===== config.mk =====
export PLATFORM = sky130hd
export DESIGN_NAME = uartPeripheral
export DESIGN_NICKNAME = d
export VERILOG_FILES = /design/src/logic/uartPkg.sv /design/src/logic/baudTickGen.sv /design/src/logic/uartFifo.sv /design/src/logic/uartTransmitter.sv /design/src/logic/uartReceiver.sv /design/src/logic/uartPeripheral.sv
export SDC_FILE = /design/constraint.sdc
export NUM_CORES = 1
export LEC_CHECK = 0
export BUFFER_PORTS_ARGS = -buffer_cell sky130_fd_sc_hd__clkbuf_2
export CORE_MARGIN = 2
export CORE_UTILIZATION = 45
export CTS_BUF_LIST = sky130_fd_sc_hd__clkbuf_2 sky130_fd_sc_hd__clkbuf_4 sky130_fd_sc_hd__clkbuf_8
export DETAILED_ROUTE_END_ITERATION = 6
export PLACE_DENSITY = 0.65
export RECOVER_POWER = 25
export SLEW_MARGIN = 5
export SYNTH_ARGS = -nofsm -noshare
export SYNTH_HDL_FRONTEND = slang
export SYNTH_SLANG_ARGS = --single-unit

===== constraint.sdc =====
create_clock -name clk -period 7.75 [get_ports clk]
set_clock_uncertainty 0.1 [all_clocks]
set_input_delay 0 -clock clk [delete_from_list [all_inputs] [get_ports clk]]
set_output_delay 0 -clock clk [all_outputs]
set_load 0.01 [all_outputs]

===== src/logic/uartPkg.sv =====
`default_nettype none
////////////////////////////////////////////////////////////////////////////
// shared definitions for the serial port peripheral
// default byte width, stop ticks, FIFO depth and baud divisor
// oversampling rate common to transmitter and receiver
// status word gathered at the top level
// transmitter and receiver FSM state encodings
////////////////////////////////////////////////////////////////////////////

package uartPkg;

	////////////////////////////////////////////////////////////////////////////
	// defaults, overridden from the top level
	localparam int defaultDataBits = 8;		// one byte per frame
	localparam int defaultSbTick = 16;		// 16 ticks for one stop bit
	localparam int defaultFifoAddrWidth = 4;	// depth of 16 words
	localparam int defaultBaudDivisor = 4;	// clocks per tick

	localparam int ticksPerBit = 16;		// oversampling rate

	////////////////////////////////////////////////////////////////////////////
	// status word seen by the core
	typedef struct packed
	{
		logic txFull;
		logic txEmpty;
		logic rxFull;
		logic rxEmpty;
		logic frameError;	// last frame had a low stop bit
	} uartStatusT;

	// transmitter FSM
	typedef enum logic [1:0]
	{
		txIdle = 2'b00,
		txStartBit = 2'b01,
		txDataBits = 2'b10,
		txStopBit = 2'b11
	} uartTxStateT;

	// receiver FSM
	typedef enum logic [1:0]
	{
		rxIdle = 2'b00,
		rxStartBit = 2'b01,
		rxDataBits = 2'b10,
		rxStopBit = 2'b11
	} uartRxStateT;

endpackage

`default_nettype wire


===== src/logic/baudTickGen.sv =====
`default_nettype none
`timescale 1ns/1ps
////////////////////////////////////////////////////////////////////////////
// baud tick generator
// free-running divider with a one-cycle tick every baudDivisor clocks
////////////////////////////////////////////////////////////////////////////

module baudTickGen
#(
	parameter int baudDivisor = uartPkg::defaultBaudDivisor
)
(
	input  logic clk,
	input  logic reset,
	output logic sTick
);

	// at least one bit even for a divisor of 1
	localparam int cntWidth = (baudDivisor > 1) ? $clog2(baudDivisor) : 1;

	logic [cntWidth-1:0] cntReg;
	logic rollover;

	assign rollover = (cntReg == cntWidth'(baudDivisor - 1));

	always_ff @(posedge clk or posedge reset)
	begin
		if (reset)
		begin
			cntReg <= '0;
			sTick <= 1'b0;
		end
		else
		begin
			cntReg <= rollover ? '0 : cntReg + 1'b1;	// wrap at divisor
			sTick <= rollover;			// one tick per period
		end
	end

endmodule

`default_nettype wire


===== src/logic/uartFifo.sv =====
`default_nettype none
`timescale 1ns/1ps
////////////////////////////////////////////////////////////////////////////
// first-word-fall-through FIFO for the serial port
// register array with extended read and write pointers
// full and empty flags
// push dropped when full and pop ignored when empty
////////////////////////////////////////////////////////////////////////////

module uartFifo
#(
	parameter int width = uartPkg::defaultDataBits,
	parameter int fifoAddrWidth = uartPkg::defaultFifoAddrWidth
)
(
	input  logic             clk,
	input  logic             reset,
	input  logic             push,
	input  logic [width-1:0] pushData,
	input  logic             pop,
	output logic [width-1:0] popData,
	output logic             full,
	output logic             empty
);

	localparam int depth = 2 ** fifoAddrWidth;

	logic [width-1:0] mem [depth];		// storage words

	// one extra bit tells a wrapped writer from an equal one
	logic [fifoAddrWidth:0] wrPtr;
	logic [fifoAddrWidth:0] rdPtr;

	logic doPush;
	logic doPop;

	////////////////////////////////////////////////////////////////////////////
	// flags

	assign empty = (wrPtr == rdPtr);
	assign full = (wrPtr[fifoAddrWidth] != rdPtr[fifoAddrWidth]) &&
		(wrPtr[fifoAddrWidth-1:0] == rdPtr[fifoAddrWidth-1:0]);

	assign doPop = pop & ~empty;			// no underflow
	assign doPush = push & (~full | doPop);	// full slot frees on a pop

	////////////////////////////////////////////////////////////////////////////
	// pointers

	always_ff @(posedge clk or posedge reset)
	begin
		if (reset)
		begin
			wrPtr <= '0;
			rdPtr <= '0;
		end
		else
		begin
			if (doPush)
				wrPtr <= wrPtr + 1'b1;
			if (doPop)
				rdPtr <= rdPtr + 1'b1;
		end
	end

	// write port
	always_ff @(posedge clk)
	begin
		if (doPush)
			mem[wrPtr[fifoAddrWidth-1:0]] <= pushData;
	end

	// head shown combinationally
	assign popData = mem[rdPtr[fifoAddrWidth-1:0]];

endmodule

`default_nettype wire


===== src/logic/uartTransmitter.sv =====
`default_nettype none
`timescale 1ns/1ps
////////////////////////////////////////////////////////////////////////////
// serial transmitter
// four-state FSM paced by the baud tick, 16 ticks per bit
// start bit, data LSB first, stop bit of sbTick ticks
// pops its FIFO as it latches the byte in idle
////////////////////////////////////////////////////////////////////////////

module uartTransmitter
#(
	parameter int dataBits = uartPkg::defaultDataBits,
	parameter int sbTick = uartPkg::defaultSbTick
)
(
	input  logic                clk,
	input  logic                reset,
	input  logic                sTick,
	input  logic                txStart,
	input  logic [dataBits-1:0] din,
	output logic                txDoneTick,
	output logic                tx
);

	import uartPkg::*;

	// tick counter covers a data bit and the stop bit
	localparam int countWidth = $clog2((sbTick > ticksPerBit) ? sbTick : ticksPerBit);
	localparam int bitWidth = (dataBits > 1) ? $clog2(dataBits) : 1;

	uartTxStateT stateReg, stateNext;
	logic [countWidth-1:0] sReg, sNext;	// ticks within a bit
	logic [bitWidth-1:0] nReg, nNext;		// data bits sent
	logic [dataBits-1:0] bReg, bNext;		// shift register
	logic txReg, txNext;				// registered line

	////////////////////////////////////////////////////////////////////////////
	// state registers

	always_ff @(posedge clk or posedge reset)
	begin
		if (reset)
		begin
			stateReg <= txIdle;
			sReg <= '0;
			nReg <= '0;
			txReg <= 1'b1;		// line idles high
		end
		else
		begin
			stateReg <= stateNext;
			sReg <= sNext;
			nReg <= nNext;
			txReg <= txNext;
		end
	end

	always_ff @(posedge clk)
	begin
		bReg <= bNext;
	end

	////////////////////////////////////////////////////////////////////////////
	// next state

	always_comb
	begin
		stateNext = stateReg;
		sNext = sReg;
		nNext = nReg;
		bNext = bReg;
		txDoneTick = 1'b0;

		unique case (stateReg)
			txIdle:
			begin
				if (txStart)
				begin
					txDoneTick = 1'b1;		// pop the FIFO head
					bNext = din;			// current head, same cycle
					sNext = '0;
					stateNext = txStartBit;
				end
			end
			txStartBit:
			begin
				if (sTick)
				begin
					if (sReg == countWidth'(ticksPerBit - 1))
					begin
						sNext = '0;
						nNext = '0;
						stateNext = txDataBits;
					end
					else
						sNext = sReg + 1'b1;
				end
			end
			txDataBits:
			begin
				if (sTick)
				begin
					if (sReg == countWidth'(ticksPerBit - 1))
					begin
						sNext = '0;
						bNext = bReg >> 1;		// next bit to the LSB
						if (nReg == bitWidth'(dataBits - 1))
							stateNext = txStopBit;
						else
							nNext = nReg + 1'b1;
					end
					else
						sNext = sReg + 1'b1;
				end
			end
			txStopBit:
			begin
				if (sTick)
				begin
					if (sReg == countWidth'(sbTick - 1))
						stateNext = txIdle;		// ready next cycle
					else
						sNext = sReg + 1'b1;
				end
			end
		endcase

		// line level follows the next state so tx and state stay aligned
		unique case (stateNext)
			txIdle: txNext = 1'b1;
			txStartBit: txNext = 1'b0;
			txDataBits: txNext = bNext[0];
			txStopBit: txNext = 1'b1;
		endcase
	end

	assign tx = txReg;	// glitch-free from a flop

endmodule

`default_nettype wire


===== src/logic/uartReceiver.sv =====
`default_nettype none
`timescale 1ns/1ps
////////////////////////////////////////////////////////////////////////////
// serial receiver
// two-flop synchronizer and falling-edge detect on rx
// start bit confirmed at mid-bit, data sampled LSB first
// stop bit check gives either rxDoneTick or frameError
////////////////////////////////////////////////////////////////////////////

module uartReceiver
#(
	parameter int dataBits = uartPkg::defaultDataBits,
	parameter int sbTick = uartPkg::defaultSbTick
)
(
	input  logic                clk,
	input  logic                reset,
	input  logic                sTick,
	input  logic                rx,
	output logic [dataBits-1:0] dout,
	output logic                rxDoneTick,
	output logic                frameError
);

	import uartPkg::*;

	localparam int countWidth = $clog2((sbTick > ticksPerBit) ? sbTick : ticksPerBit);
	localparam int bitWidth = (dataBits > 1) ? $clog2(dataBits) : 1;

	uartRxStateT stateReg, stateNext;
	logic [countWidth-1:0] sReg, sNext;	// ticks since last sample
	logic [bitWidth-1:0] nReg, nNext;		// data bits taken
	logic [dataBits-1:0] bReg, bNext;		// assembled byte
	logic frameErrorReg, frameErrorNext;

	logic rxMeta;			// first sync stage
	logic rxSync;			// safe to use
	logic rxLast;			// for edge detect
	logic fallEdge;

	////////////////////////////////////////////////////////////////////////////
	// input synchronizer

	always_ff @(posedge clk or posedge reset)
	begin
		if (reset)
		begin
			rxMeta <= 1'b1;
			rxSync <= 1'b1;
			rxLast <= 1'b1;
		end
		else
		begin
			rxMeta <= rx;
			rxSync <= rxMeta;
			rxLast <= rxSync;
		end
	end

	assign fallEdge = rxLast & ~rxSync;

	////////////////////////////////////////////////////////////////////////////
	// state registers

	always_ff @(posedge clk or posedge reset)
	begin
		if (reset)
		begin
			stateReg <= rxIdle;
			sReg <= '0;
			nReg <= '0;
			frameErrorReg <= 1'b0;
		end
		else
		begin
			stateReg <= stateNext;
			sReg <= sNext;
			nReg <= nNext;
			frameErrorReg <= frameErrorNext;
		end
	end

	always_ff @(posedge clk)
	begin
		bReg <= bNext;
	end

	always_comb
	begin
		stateNext = stateReg;
		sNext = sReg;
		nNext = nReg;
		bNext = bReg;
		frameErrorNext = frameErrorReg;
		rxDoneTick = 1'b0;

		unique case (stateReg)
			rxIdle:
			begin
				if (fallEdge)
				begin
					sNext = '0;
					stateNext = rxStartBit;
				end
			end
			rxStartBit:
			begin
				if (sTick)
				begin
					// middle of the start bit
					if (sReg == countWidth'(ticksPerBit / 2 - 1))
					begin
						sNext = '0;
						nNext = '0;
						// a short glitch has gone high again by now
						stateNext = rxSync ? rxIdle : rxDataBits;
					end
					else
						sNext = sReg + 1'b1;
				end
			end
			rxDataBits:
			begin
				if (sTick)
				begin
					if (sReg == countWidth'(ticksPerBit - 1))
					begin
						sNext = '0;
						bNext = {rxSync, bReg[dataBits-1:1]};	// LSB arrives first
						if (nReg == bitWidth'(dataBits - 1))
							stateNext = rxStopBit;
						else
							nNext = nReg + 1'b1;
					end
					else
						sNext = sReg + 1'b1;
				end
			end
			rxStopBit:
			begin
				if (sTick)
				begin
					if (sReg == countWidth'(sbTick - 1))
					begin
						stateNext = rxIdle;
						if (rxSync)
						begin
							rxDoneTick = 1'b1;	// good byte
							frameErrorNext = 1'b0;
						end
						else
							frameErrorNext = 1'b1;	// stop bit low, byte dropped
					end
					else
						sNext = sReg + 1'b1;
				end
			end
		endcase
	end

	assign dout = bReg;
	assign frameError = frameErrorReg;

endmodule

`default_nettype wire


===== src/logic/uartPeripheral.sv =====
`default_nettype none
`timescale 1ns/1ps
////////////////////////////////////////////////////////////////////////////
// serial port peripheral top level
// baud tick generator, transmit and receive FIFOs
// transmitter and receiver, status word for the core
////////////////////////////////////////////////////////////////////////////

module uartPeripheral
#(
	parameter int dataBits = uartPkg::defaultDataBits,
	parameter int sbTick = uartPkg::defaultSbTick,
	parameter int fifoAddrWidth = uartPkg::defaultFifoAddrWidth,
	parameter int baudDivisor = uartPkg::defaultBaudDivisor
)
(
	input  logic                clk,
	input  logic                reset,
	input  logic [dataBits-1:0] wrData,
	input  logic                wrStrobe,
	output logic [dataBits-1:0] rdData,
	input  logic                rdStrobe,
	output uartPkg::uartStatusT status,
	output logic                tx,
	input  logic                rx
);

	logic sTick;			// shared baud tick

	// transmit side
	logic [dataBits-1:0] txDin;	// FIFO head to transmitter
	logic txDoneTick;		// pops txFifo
	logic txFull;
	logic txEmpty;

	// receive side
	logic [dataBits-1:0] rxDout;
	logic rxDoneTick;		// pushes rxFifo
	logic rxFull;
	logic rxEmpty;
	logic frameError;

	baudTickGen #(.baudDivisor(baudDivisor)) tickGen
	(
		.clk(clk),
		.reset(reset),
		.sTick(sTick)
	);

	////////////////////////////////////////////////////////////////////////////
	// transmit path

	uartFifo #(.width(dataBits), .fifoAddrWidth(fifoAddrWidth)) txFifo
	(
		.clk(clk),
		.reset(reset),
		.push(wrStrobe),
		.pushData(wrData),
		.pop(txDoneTick),
		.popData(txDin),
		.full(txFull),
		.empty(txEmpty)
	);

	uartTransmitter #(.dataBits(dataBits), .sbTick(sbTick)) transmitter
	(
		.clk(clk),
		.reset(reset),
		.sTick(sTick),
		.txStart(~txEmpty),	// send whenever a byte waits
		.din(txDin),
		.txDoneTick(txDoneTick),
		.tx(tx)
	);

	////////////////////////////////////////////////////////////////////////////
	// receive path

	uartReceiver #(.dataBits(dataBits), .sbTick(sbTick)) receiver
	(
		.clk(clk),
		.reset(reset),
		.sTick(sTick),
		.rx(rx),
		.dout(rxDout),
		.rxDoneTick(rxDoneTick),
		.frameError(frameError)
	);

	uartFifo #(.width(dataBits), .fifoAddrWidth(fifoAddrWidth)) rxFifo
	(
		.clk(clk),
		.reset(reset),
		.push(rxDoneTick),	// dropped when full
		.pushData(rxDout),
		.pop(rdStrobe),
		.popData(rdData),	// head always visible
		.full(rxFull),
		.empty(rxEmpty)
	);

	assign status = '{
		txFull: txFull,
		txEmpty: txEmpty,
		rxFull: rxFull,
		rxEmpty: rxEmpty,
		frameError: frameError
	};

endmodule

`default_nettype wire


==> out/qor.csv, run 1 <==
metric;value;unit
status;complete, but fails checks;
failing checks;max-capacitance violations, max-slew violations;
max cap viols;1;
share of post-route cells with drive strength above 1;0.237;
nets@finish;787;
post-place instance area;13400;um^2
Req. time, crit path;7.81;ns
dpl hpwl;16000;um
port bufs;26;
met2 Use GR;0.299;
row count;62;
Synth area leaders;edfxtp_1 (63%), mux4_2 (13%), dfrtp_1 (8.1%);
post-synthesis average cell area;18.7;um^2
CTS tree;yes;
worst vdd ir;0.165;mV
Syn Nets;731;
CP Class;reg -> reg;
post-route cell area;14500;um^2
gr ovfl total;0;
Most used DFF post-synth;edfxtp_1;
Die Height;174;um
Max clock buf depth;3;
Post-Route Utilization;0.509;
crit-path max FO;16;
critical path's largest stage delay;0.95;ns
max-slew violation count;47;
final hold viol count;0;
# setup viols final;0;
Synth cell types;53;
f_max;309;MHz
Routed WL;25200;um
Boundary Pins;27;
Area Overhead vs Synth;11.9;%
crit path capture type;flop;
pwr dens;286;nW/um^2
worst skew pair latency;0.57;ns
first-pass GRT wire length;39600;um
Hold WC Path Type;reg -> reg;
Synth Instances;695;
CTS buffer count;51;
met3 track demand over resource;0.0302;
Synth warnings;0;
# DRC;0;
Clk pin slew, worst setup/hold paths;0.06;ns
register area share after synthesis;0.717;
clock root buffer master;clkbuf_8;
Worst EP arrival;3.30;ns
GR peak layer;met2;
setup TNS;0;ns
sinks on the clock net;318;
ys async rst share;0.145;
largest net degree at the start of global routing;47;
Worst Path Buf+Inv;0;
Rel. slew slack;-0.206;
Worst-Margin Slew;1.81;ns
core region area;28500;um^2
TritonRoute pass-1 iters;4;
via count;6462;
Total Routing Usage GR;0.171;
diode count;0;
startpoint types;flop;
worst path cell trace;xnor2_1 -> nand4_1 -> o31a_1 -> nand2_1 -> nor3_1;
crit path time final;3.23;ns
Post-synth EDFFs;271;
Crit path max-delay family;simple AND/OR/NAND/NOR gates;
GPL Wtd Cong;0.780;
antenna-violating nets left;0;
LEAKAGE;5.01;nW
DR WL/cell;21.5;um
met1 Usage GRT;0.222;
vias in the first global route;6788;
Netlist Area Pre-Place;13000;um^2
CTS H-tree lvls;2;
Initial Utilization;0.455;
hold_ws;0.269;ns
share of Yosys cell area claimed by the top area cell type;0.626;
number of synthesized register bits;318;
DRT iter0 DRCs;385;
final period utilization;0.417;
vias per cell;5.51;
unrepaired setup endpoints after global routing;false;
antenna violations before repair;0;
area leader, netlist;edfxtp_1;
DIE WIDTH;174;um
Critical-path top delay cell;nor3_1;
overall die area;30200;um^2
[report_power, final]
| part | internal [mW] | leakage, nW | switching, mW |
|---|---|---|---|
| Sequential | 1.96 | 3.01 | 0.105 |
| Combinational | 0.359 | 1.47 | 0.380 |
| Clock | 0.731 | 0.521 | 0.629 |
| Total | 3.05 | 5.01 | 1.11 |
[metrics by stage]
stage | setup WS [ns] | cells | power (mW)
5_1_grt | 4.24 | 1173 | 4.35
4_1_cts | 4.51 | 1173 | 4.21
3_3_place_gp | 4.70 | 1069 | 2.82
6_report | 4.52 | 1173 | 4.16
3_5_place_dp | 4.55 | 1069 | 2.84
2_1_floorplan | 5.26 | 695 | 2.62
[timing repair]
action | in CTS | in global routing
setup buffers | 0 | 0
resized for setup | 0 | 0
hold buffers | 13 | 0
hold endpoints to repair | 180 | 0
[synthesized netlist by cell type, types with 3 or more instances]
| cell type | count |
|---|---|
| edfxtp_1 | 271 |
| mux4_2 | 73 |
| dfrtp_1 | 42 |
| nor2_1 | 30 |
| nand2_1 | 28 |
| xnor2_1 | 24 |
| ha_1 | 23 |
| clkbuf_1 | 18 |
| inv_1 | 18 |
| and3_1 | 16 |
| nand4_1 | 13 |
| a22o_1 | 12 |
| buf_2 | 12 |
| a21oi_1 | 10 |
| o21ai_0 | 10 |
| nor3_1 | 8 |
| nor2b_1 | 7 |
| nand3_1 | 6 |
| buf_4 | 5 |
| mux4_1 | 5 |
| xor2_1 | 5 |
| buf_1 | 4 |
| dfstp_2 | 4 |
| mux2i_1 | 4 |
| a21boi_0 | 3 |
| a21o_1 | 3 |
| a31oi_1 | 3 |
| and2_1 | 3 |
| mux2_2 | 3 |
| nand2b_1 | 3 |
| o21ai_1 | 3 |
| o31ai_1 | 3 |
[sequential cells by signal, summed over array words and instances (netlist names), 5 cells and up, named ones only]
name / flops
receiver.dout: 8
rxFifo.mem: 128
rxFifo.rdPtr: 5
rxFifo.wrPtr: 5
transmitter.bReg: 8
txFifo.mem: 128
txFifo.rdPtr: 5
txFifo.wrPtr: 5
[path summary, 6_finish.rpt]
check                                start               end  depth (start not counted)  slack [ns]
hold reg to reg            receiver.rxMeta   receiver.rxSync                          0        0.27
min in group asynchronous            reset   rxFifo.wrPtr[1]                          3        0.44
hold / removal             receiver.rxMeta   receiver.rxSync                          0        0.27
setup / recovery           txFifo.rdPtr[2]  txFifo.mem[0][2]                          5        4.52
setup reg to reg           txFifo.rdPtr[2]  txFifo.mem[0][2]                          5        4.52
max in group asynchronous            reset   txFifo.rdPtr[0]                          3        5.91
[placed cells by master, fill, tap and decap left out, types with 3 or more instances in the layout]
cell | synthesis | layout
a21boi_0 | 3 | 3
a21o_1 | 3 | 3
a21oi_1 | 10 | 10
a22o_1 | 12 | 12
a31oi_1 | 3 | 3
and2_1 | 3 | 3
and3_1 | 16 | 16
buf_4 | 5 | 5
clkbuf_1 | 18 | 8
clkbuf_2 | 1 | 18
clkbuf_4 | 0 | 22
clkbuf_8 | 0 | 52
clkinv_1 | 0 | 9
clkinv_2 | 0 | 5
dfrtp_1 | 42 | 40
dfstp_2 | 4 | 3
dlygate4sd3_1 | 0 | 13
edfxtp_1 | 271 | 271
ha_1 | 23 | 23
inv_1 | 18 | 18
mux2_2 | 3 | 3
mux2i_1 | 4 | 4
mux4_1 | 5 | 5
mux4_2 | 73 | 73
nand2_1 | 28 | 28
nand2b_1 | 3 | 3
nand3_1 | 6 | 6
nand4_1 | 13 | 13
nor2_1 | 30 | 30
nor2b_1 | 7 | 7
nor3_1 | 8 | 7
o21ai_0 | 10 | 10
o21ai_1 | 3 | 3
o31ai_1 | 3 | 3
xnor2_1 | 24 | 24
xor2_1 | 5 | 5
[cell families after synthesis]
logic type,after synthesis,share of synthesized area
AO/OA/AOI/OAI,59,0.0314
XOR/XNOR,29,0.0195
adder cells (fa/ha/maj),23,0.0221
buffers and inverters,59,0.0203
flip-flops,318,0.717
multiplexers,86,0.143
AND/OR/NAND/NOR,121,0.0465
[per-layer routing]
metal / share of wire / vias up
met3: 0.047 / 35
li1: - / 2882
met1: 0.42 / 3358
met5: 0 / -
met2: 0.52 / 187
met4: 0.014 / 0
[final cells by class]
type	instances	area (um^2)
Timing Repair Buffer	44	288
Tap cell	384	480
Multi-Input combinational cell	318	3420
Clock inverter	17	88.8
Sequential cell	318	9320
Fill cell	2345	14000
Inverter	18	67.6
Clock buffer	74	881
No activity file was read; power rests on OpenSTA's default activity.
==> run 2: changes to the inputs <==
Settings changed: PLACE_DENSITY 0.65 to 0.68.
Clock period 7.75 ns to 2.9 ns, I/O delays scaled along.
==> run 2 against run 1 <==
The run still ends with max-capacitance violations, max-slew violations left. Critical path depth fell by 1. Die area did not move. Cell count rose by 1.4%. Setup slack got worse by 4.2 ns. Design area rose by 1.5%. Power rose to 2.7 times the previous value. Critical path type is now reg -> out. Critical endpoint is now rdData[7]. Largest cell class unchanged. Highest routed layer unchanged.
==> out/qor.csv, run 2 (synthesized netlist as in run 1, its figures left out) <==
metric;value;unit;change
status;complete, but fails checks;;
failing checks;max-capacitance violations, max-slew violations;;
via count;6496;;+0.53%
worst path cell trace;buf_12 -> mux4_2 -> mux4_2 -> clkbuf_2;;
Reg2Reg Setup Slack;0.36;ns;-4.16 ns
vias per cell;5.46;;-0.91%
RR Endpoint;rxFifo.mem[3][2];;
commonest non-fill, non-tap cell in the layout;edfxtp_1;;
Min-Delay Path Depth;0;;unchanged
FF-to-FF path depth;8;;+3
post-route cell area;14800;um^2;+1.5%
setup TNS;0;ns;unchanged
Reg area;9320;um^2;unchanged
dpl hpwl;16000;um;+0.27%
sinks on the clock net;318;;unchanged
# setup viols final;0;;unchanged
startpoint types;flop;;
Setup Fix Bufs, Post-CTS;0;;unchanged
clock root buffer master;clkbuf_8;;
GPL Wtd Cong;0.823;;+5.6%
multi-input logic area;3420;um^2;-0.11%
share of post-route cells with drive strength above 1;0.252;;+0.0149
Critical R2R Launch;receiver.sReg[0];;
Area Overhead vs Synth;13.6;%;
Initial Utilization;0.455;;unchanged
first-pass GRT wire length;39200;um;-1.0%
final hold viol count;0;;unchanged
Routed WL;24200;um;-4.3%
CP Class;reg -> out;;
Total Routing Usage GR;0.166;;-0.00493
# DRC;0;;unchanged
CTS buffer count;49;;-3.9%
post-place instance area;13600;um^2;+1.1%
core region area;28500;um^2;unchanged
vias in the first global route;6976;;+2.8%
DIE WIDTH;174;um;unchanged
CP most frequent cell;mux4_2;;
DRT iter0 DRCs;564;;+46%
crit path time final;2.57;ns;
Clk pin slew, worst setup/hold paths;0.06;ns;about the same
Worst EP arrival;2.47;ns;-0.83 ns
gr ovfl total;0;;unchanged
Crit path max-delay family;multiplexers;;
LEAKAGE;5.13;nW;+2.5%
port bufs;26;;unchanged
Die Height;174;um;unchanged
largest net degree at the start of global routing;47;;unchanged
Worst Slack Setup Final;0.330;ns;-4.19 ns
antenna violations before repair;0;;unchanged
Critical-path top delay cell;mux4_2;;
Rel. slew slack;-0.142;;+0.0638
nets@finish;802;;+1.9%
diode count;0;;unchanged
Hold Path Sink;receiver.rxSync;;
overall die area;30200;um^2;unchanged
max-slew violation count;47;;unchanged
pre-CTS WS;0.267;ns;-4.29 ns
Req. time, crit path;2.80;ns;-5.01 ns
Max clock buf depth;3;;unchanged
Fillers;2293;;-2.2%
leading cell types in the layout, fill and taps excluded;edfxtp_1 (271), mux4_2 (73), clkbuf_8 (55);;
Worst Path Buf+Inv;2;;+2
Worst-Margin Slew;1.71;ns;-0.0955 ns
crit path capture type;primary output;;
antenna-violating nets left;0;;unchanged
worst skew pair latency;0.57;ns;about the same
row count;62;;unchanged
crit-path max FO;35;;+19
HP Start;receiver.rxMeta;;
final period utilization;0.886;;
TritonRoute pass-1 iters;5;;+1
Boundary Pins;27;;unchanged
CTS H-tree lvls;2;;unchanged
DR WL/cell;20.3;um;-5.6%
worst vdd ir;0.404;mV;+140%
Hold WC Path Type;reg -> reg;;
CTS tree;yes;;
unrepaired setup endpoints after global routing;false;;
f_max;389;MHz;
pwr dens;766;nW/um^2;+170%
critical path depth in cells;4;;-1
max cap viols;1;;unchanged
critical path's largest stage delay;0.59;ns;-0.36 ns
## run 2: final cells by class
| class | instances | area share |
|---|---|---|
| Tap cell | 384 | 0.0326 |
| Multi-Input combinational cell | 318 | 0.231 |
| Inverter | 18 | 0.00458 |
| Clock inverter | 23 | 0.0123 |
| Timing Repair Buffer | 61 | 0.0298 |
| Clock buffer | 68 | 0.0579 |
| Sequential cell | 318 | 0.631 |
## run 2: stage by stage
step / power [mW] / utilization / instances / hold WS (ns)
6_report: 11.3 / 0.517 / 1190 / 0.262
4_1_cts: 11.4 / 0.517 / 1190 / 0.107
3_3_place_gp: 7.55 / 0.476 / 1086 / -0.0119
3_5_place_dp: 7.63 / 0.476 / 1086 / -0.0111
2_1_floorplan: 7.00 / - / 695 / -0.0955
5_1_grt: 11.8 / 0.517 / 1190 / 0.268
## run 2: routing by layer
| layer | global-route usage | wire [um] | share of wire |
|---|---|---|---|
| met1 | 0.221 | 10600 | 0.44 |
| met2 | 0.284 | 12200 | 0.50 |
| met3 | 0.0304 | 1020 | 0.042 |
| met4 | 0.0410 | 327 | 0.014 |
| met5 | 0 | 0 | 0 |
## run 2: how the worst max path moves through the flow
stage | slack (ns) | start | endpoint
after floorplan | 0.41 | receiver.sReg[0] | rxFifo.mem[3][0]
after global placement | 0.34 | receiver.sReg[0] | rxFifo.mem[3][6]
after detailed placement | 0.27 | receiver.sReg[0] | rxFifo.mem[3][2]
after CTS | 0.23 | receiver.sReg[0] | rxFifo.mem[3][7]
after global routing | 0.12 | receiver.sReg[0] | rxFifo.mem[3][0]
final | 0.33 | rxFifo.rdPtr[0] | rdData[7]
## run 2: worst register-to-register path, cell delays in order (launching register included)
cell and delay [ns]:
dfrtp_1 0.40, ha_1 0.30, nand4_1 0.15, nor2_1 0.23
o311a_2 0.38, buf_4 0.19, nand2_1 0.08, nor3_1 0.18
buf_4 0.22
## run 2: what timing repair did
item                                    CTS  global route
resized for setup                         0             1
hold buffers                             13             0
endpoints found under the hold margin   180             0
endpoints found under the setup margin    0             8
## run 2: power by group
part | total [mW] | switching, mW | internal (mW)
Sequential | 5.44 | 0.206 | 5.24
Clock | 3.79 | 1.68 | 2.11
Combinational | 2.07 | 1.06 | 1.01
==> run 3: changes to the inputs <==
Settings changed: RECOVER_POWER 25 to 50.
==> run 3 against run 2 <==
The run still ends with max-capacitance violations, max-slew violations left. Highest routed layer unchanged. Design area about the same. Register-to-register slack is essentially flat. Cell count unchanged. Critical path depth unchanged. Routed wire length is essentially flat. Via count is essentially flat. Non-clock buffer count stayed put. Count of clock-buffer cells in the layout unchanged. Critical endpoint unchanged.
==> out/qor.csv, run 3 (synthesized netlist as in run 1, its figures left out) <==
metric;value;unit;change
final period utilization;0.886;;about the same
met3 track demand over resource;0.0304;;unchanged
status;complete, but fails checks;;
Post-Route Utilization;0.517;;about the same
f_max;389;MHz;about the same
post-route cell area;14800;um^2;about the same
LEAKAGE;5.12;nW;-0.14%
Clk pin slew, worst setup/hold paths;0.06;ns;about the same
GR peak layer;met2;;
first-pass GRT wire length;39200;um;unchanged
Worst-Margin Slew;1.71;ns;-0.000372 ns
sinks on the clock net;318;;unchanged
crit path capture type;primary output;;
crit-path max FO;35;;unchanged
# setup viols final;0;;unchanged
placed cells;1086;;unchanged
Die Height;174;um;unchanged
pre-CTS WS;0.267;ns;unchanged
gr ovfl total;0;;unchanged
Hold WC Path Type;reg -> reg;;
max cap viols;1;;unchanged
largest net degree at the start of global routing;47;;unchanged
startpoint types;flop;;
Routed WL;24200;um;about the same
CTS buffer count;49;;unchanged
Total Routing Usage GR;0.166;;unchanged
setup TNS;0;ns;unchanged
vias per cell;5.46;;about the same
pwr dens;766;nW/um^2;about the same
commonest non-fill, non-tap cell in the layout;edfxtp_1;;
DRT iter0 DRCs;564;;unchanged
DR WL/cell;20.3;um;about the same
CP Class;reg -> out;;
diode count;0;;unchanged
row count;62;;unchanged
max-slew violation count;47;;unchanged
overall die area;30200;um^2;unchanged
antenna violations before repair;0;;unchanged
unrepaired setup endpoints after global routing;false;;
Worst EP arrival;2.47;ns;about the same
Finished Layout Cells;1190;;unchanged
via count;6498;;+0.031%
dpl hpwl;16000;um;unchanged
CTS tree;yes;;
post-place instance area;13600;um^2;unchanged
Initial Utilization;0.455;;unchanged
# DRC;0;;unchanged
Rel. slew slack;-0.142;;+0.000248
crit path time final;2.57;ns;-0.000134 ns
Pwr Total;11.3;mW;about the same
met1 Usage GRT;0.221;;unchanged
clock root buffer master;clkbuf_8;;
leading cell types in the layout, fill and taps excluded;edfxtp_1 (271), mux4_2 (73), clkbuf_8 (55);;
vias in the first global route;6976;;unchanged
antenna-violating nets left;0;;unchanged
port bufs;26;;unchanged
failing checks;max-capacitance violations, max-slew violations;;
GPL Wtd Cong;0.823;;unchanged
Req. time, crit path;2.80;ns;about the same
final hold viol count;0;;unchanged
CTS H-tree lvls;2;;unchanged
share of post-route cells with drive strength above 1;0.249;;-0.00248
Worst Slack Setup Final;0.330;ns;+0.000134 ns
met2 Use GR;0.284;;unchanged
Area Overhead vs Synth;13.6;%;about the same
worst vdd ir;0.404;mV;unchanged
DIE WIDTH;174;um;unchanged
nets@finish;802;;unchanged
hold_ws;0.263;ns;+0.00113 ns
core region area;28500;um^2;unchanged
TritonRoute pass-1 iters;5;;unchanged
worst skew pair latency;0.57;ns;about the same
Boundary Pins;27;;unchanged
Max clock buf depth;3;;unchanged
## run 3: cell counts in the layout (fill, tap and decap cells not counted)
Identical to the previous run, type by type.
## run 3: layout make-up
| cell class | instances | area, um^2 |
|---|---|---|
| Fill cell | 2290 | 13800 |
| Sequential cell | 318 | 9320 |
| Multi-Input combinational cell | 318 | 3420 |
| Clock buffer | 68 | 855 |
| Tap cell | 384 | 480 |
| Timing Repair Buffer | 61 | 438 |
| Clock inverter | 23 | 181 |
| Inverter | 18 | 67.6 |
## run 3: per-layer routing
metal,vias up,wire length (um)
met3,30,1030
met5,-,0
met1,3390,10600
met4,0,327
li1,2916,-
met2,162,12200
## run 3: final timing paths
check / slack [ns] / cells past startpoint / endpoint / start
setup / recovery: 0.33 / 4 / rdData[7] / rxFifo.rdPtr[0]
hold / removal: 0.26 / 0 / receiver.rxSync / receiver.rxMeta
setup reg to reg: 0.36 / 8 / rxFifo.mem[3][2] / receiver.sReg[0]
hold reg to reg: 0.26 / 0 / receiver.rxSync / receiver.rxMeta
max in group asynchronous: 1.15 / 3 / txFifo.rdPtr[0] / reset
min in group asynchronous: 0.42 / 3 / rxFifo.rdPtr[4] / reset
## run 3: timing repair
| action | in CTS | in global routing |
|---|---|---|
| endpoints found under the hold margin | 180 | 0 |
| buffers inserted | 0 | 0 |
| endpoints found under the setup margin | 0 | 8 |
| hold buffers | 13 | 0 |
| gates resized for setup | 0 | 1 |
## run 3: power by group
part | internal (mW) | total (mW) | switching, mW | leakage [nW]
Combinational | 1.01 | 2.07 | 1.06 | 1.57
Clock | 2.11 | 3.79 | 1.68 | 0.545
Sequential | 5.24 | 5.44 | 0.206 | 3.01
Total | 8.36 | 11.3 | 2.95 | 5.12
## run 3: worst max-delay path: stages (launching register included)
cell and delay, ns:
dfrtp_2 0.39, buf_12 0.27, mux4_2 0.59, mux4_2 0.48, clkbuf_2 0.15
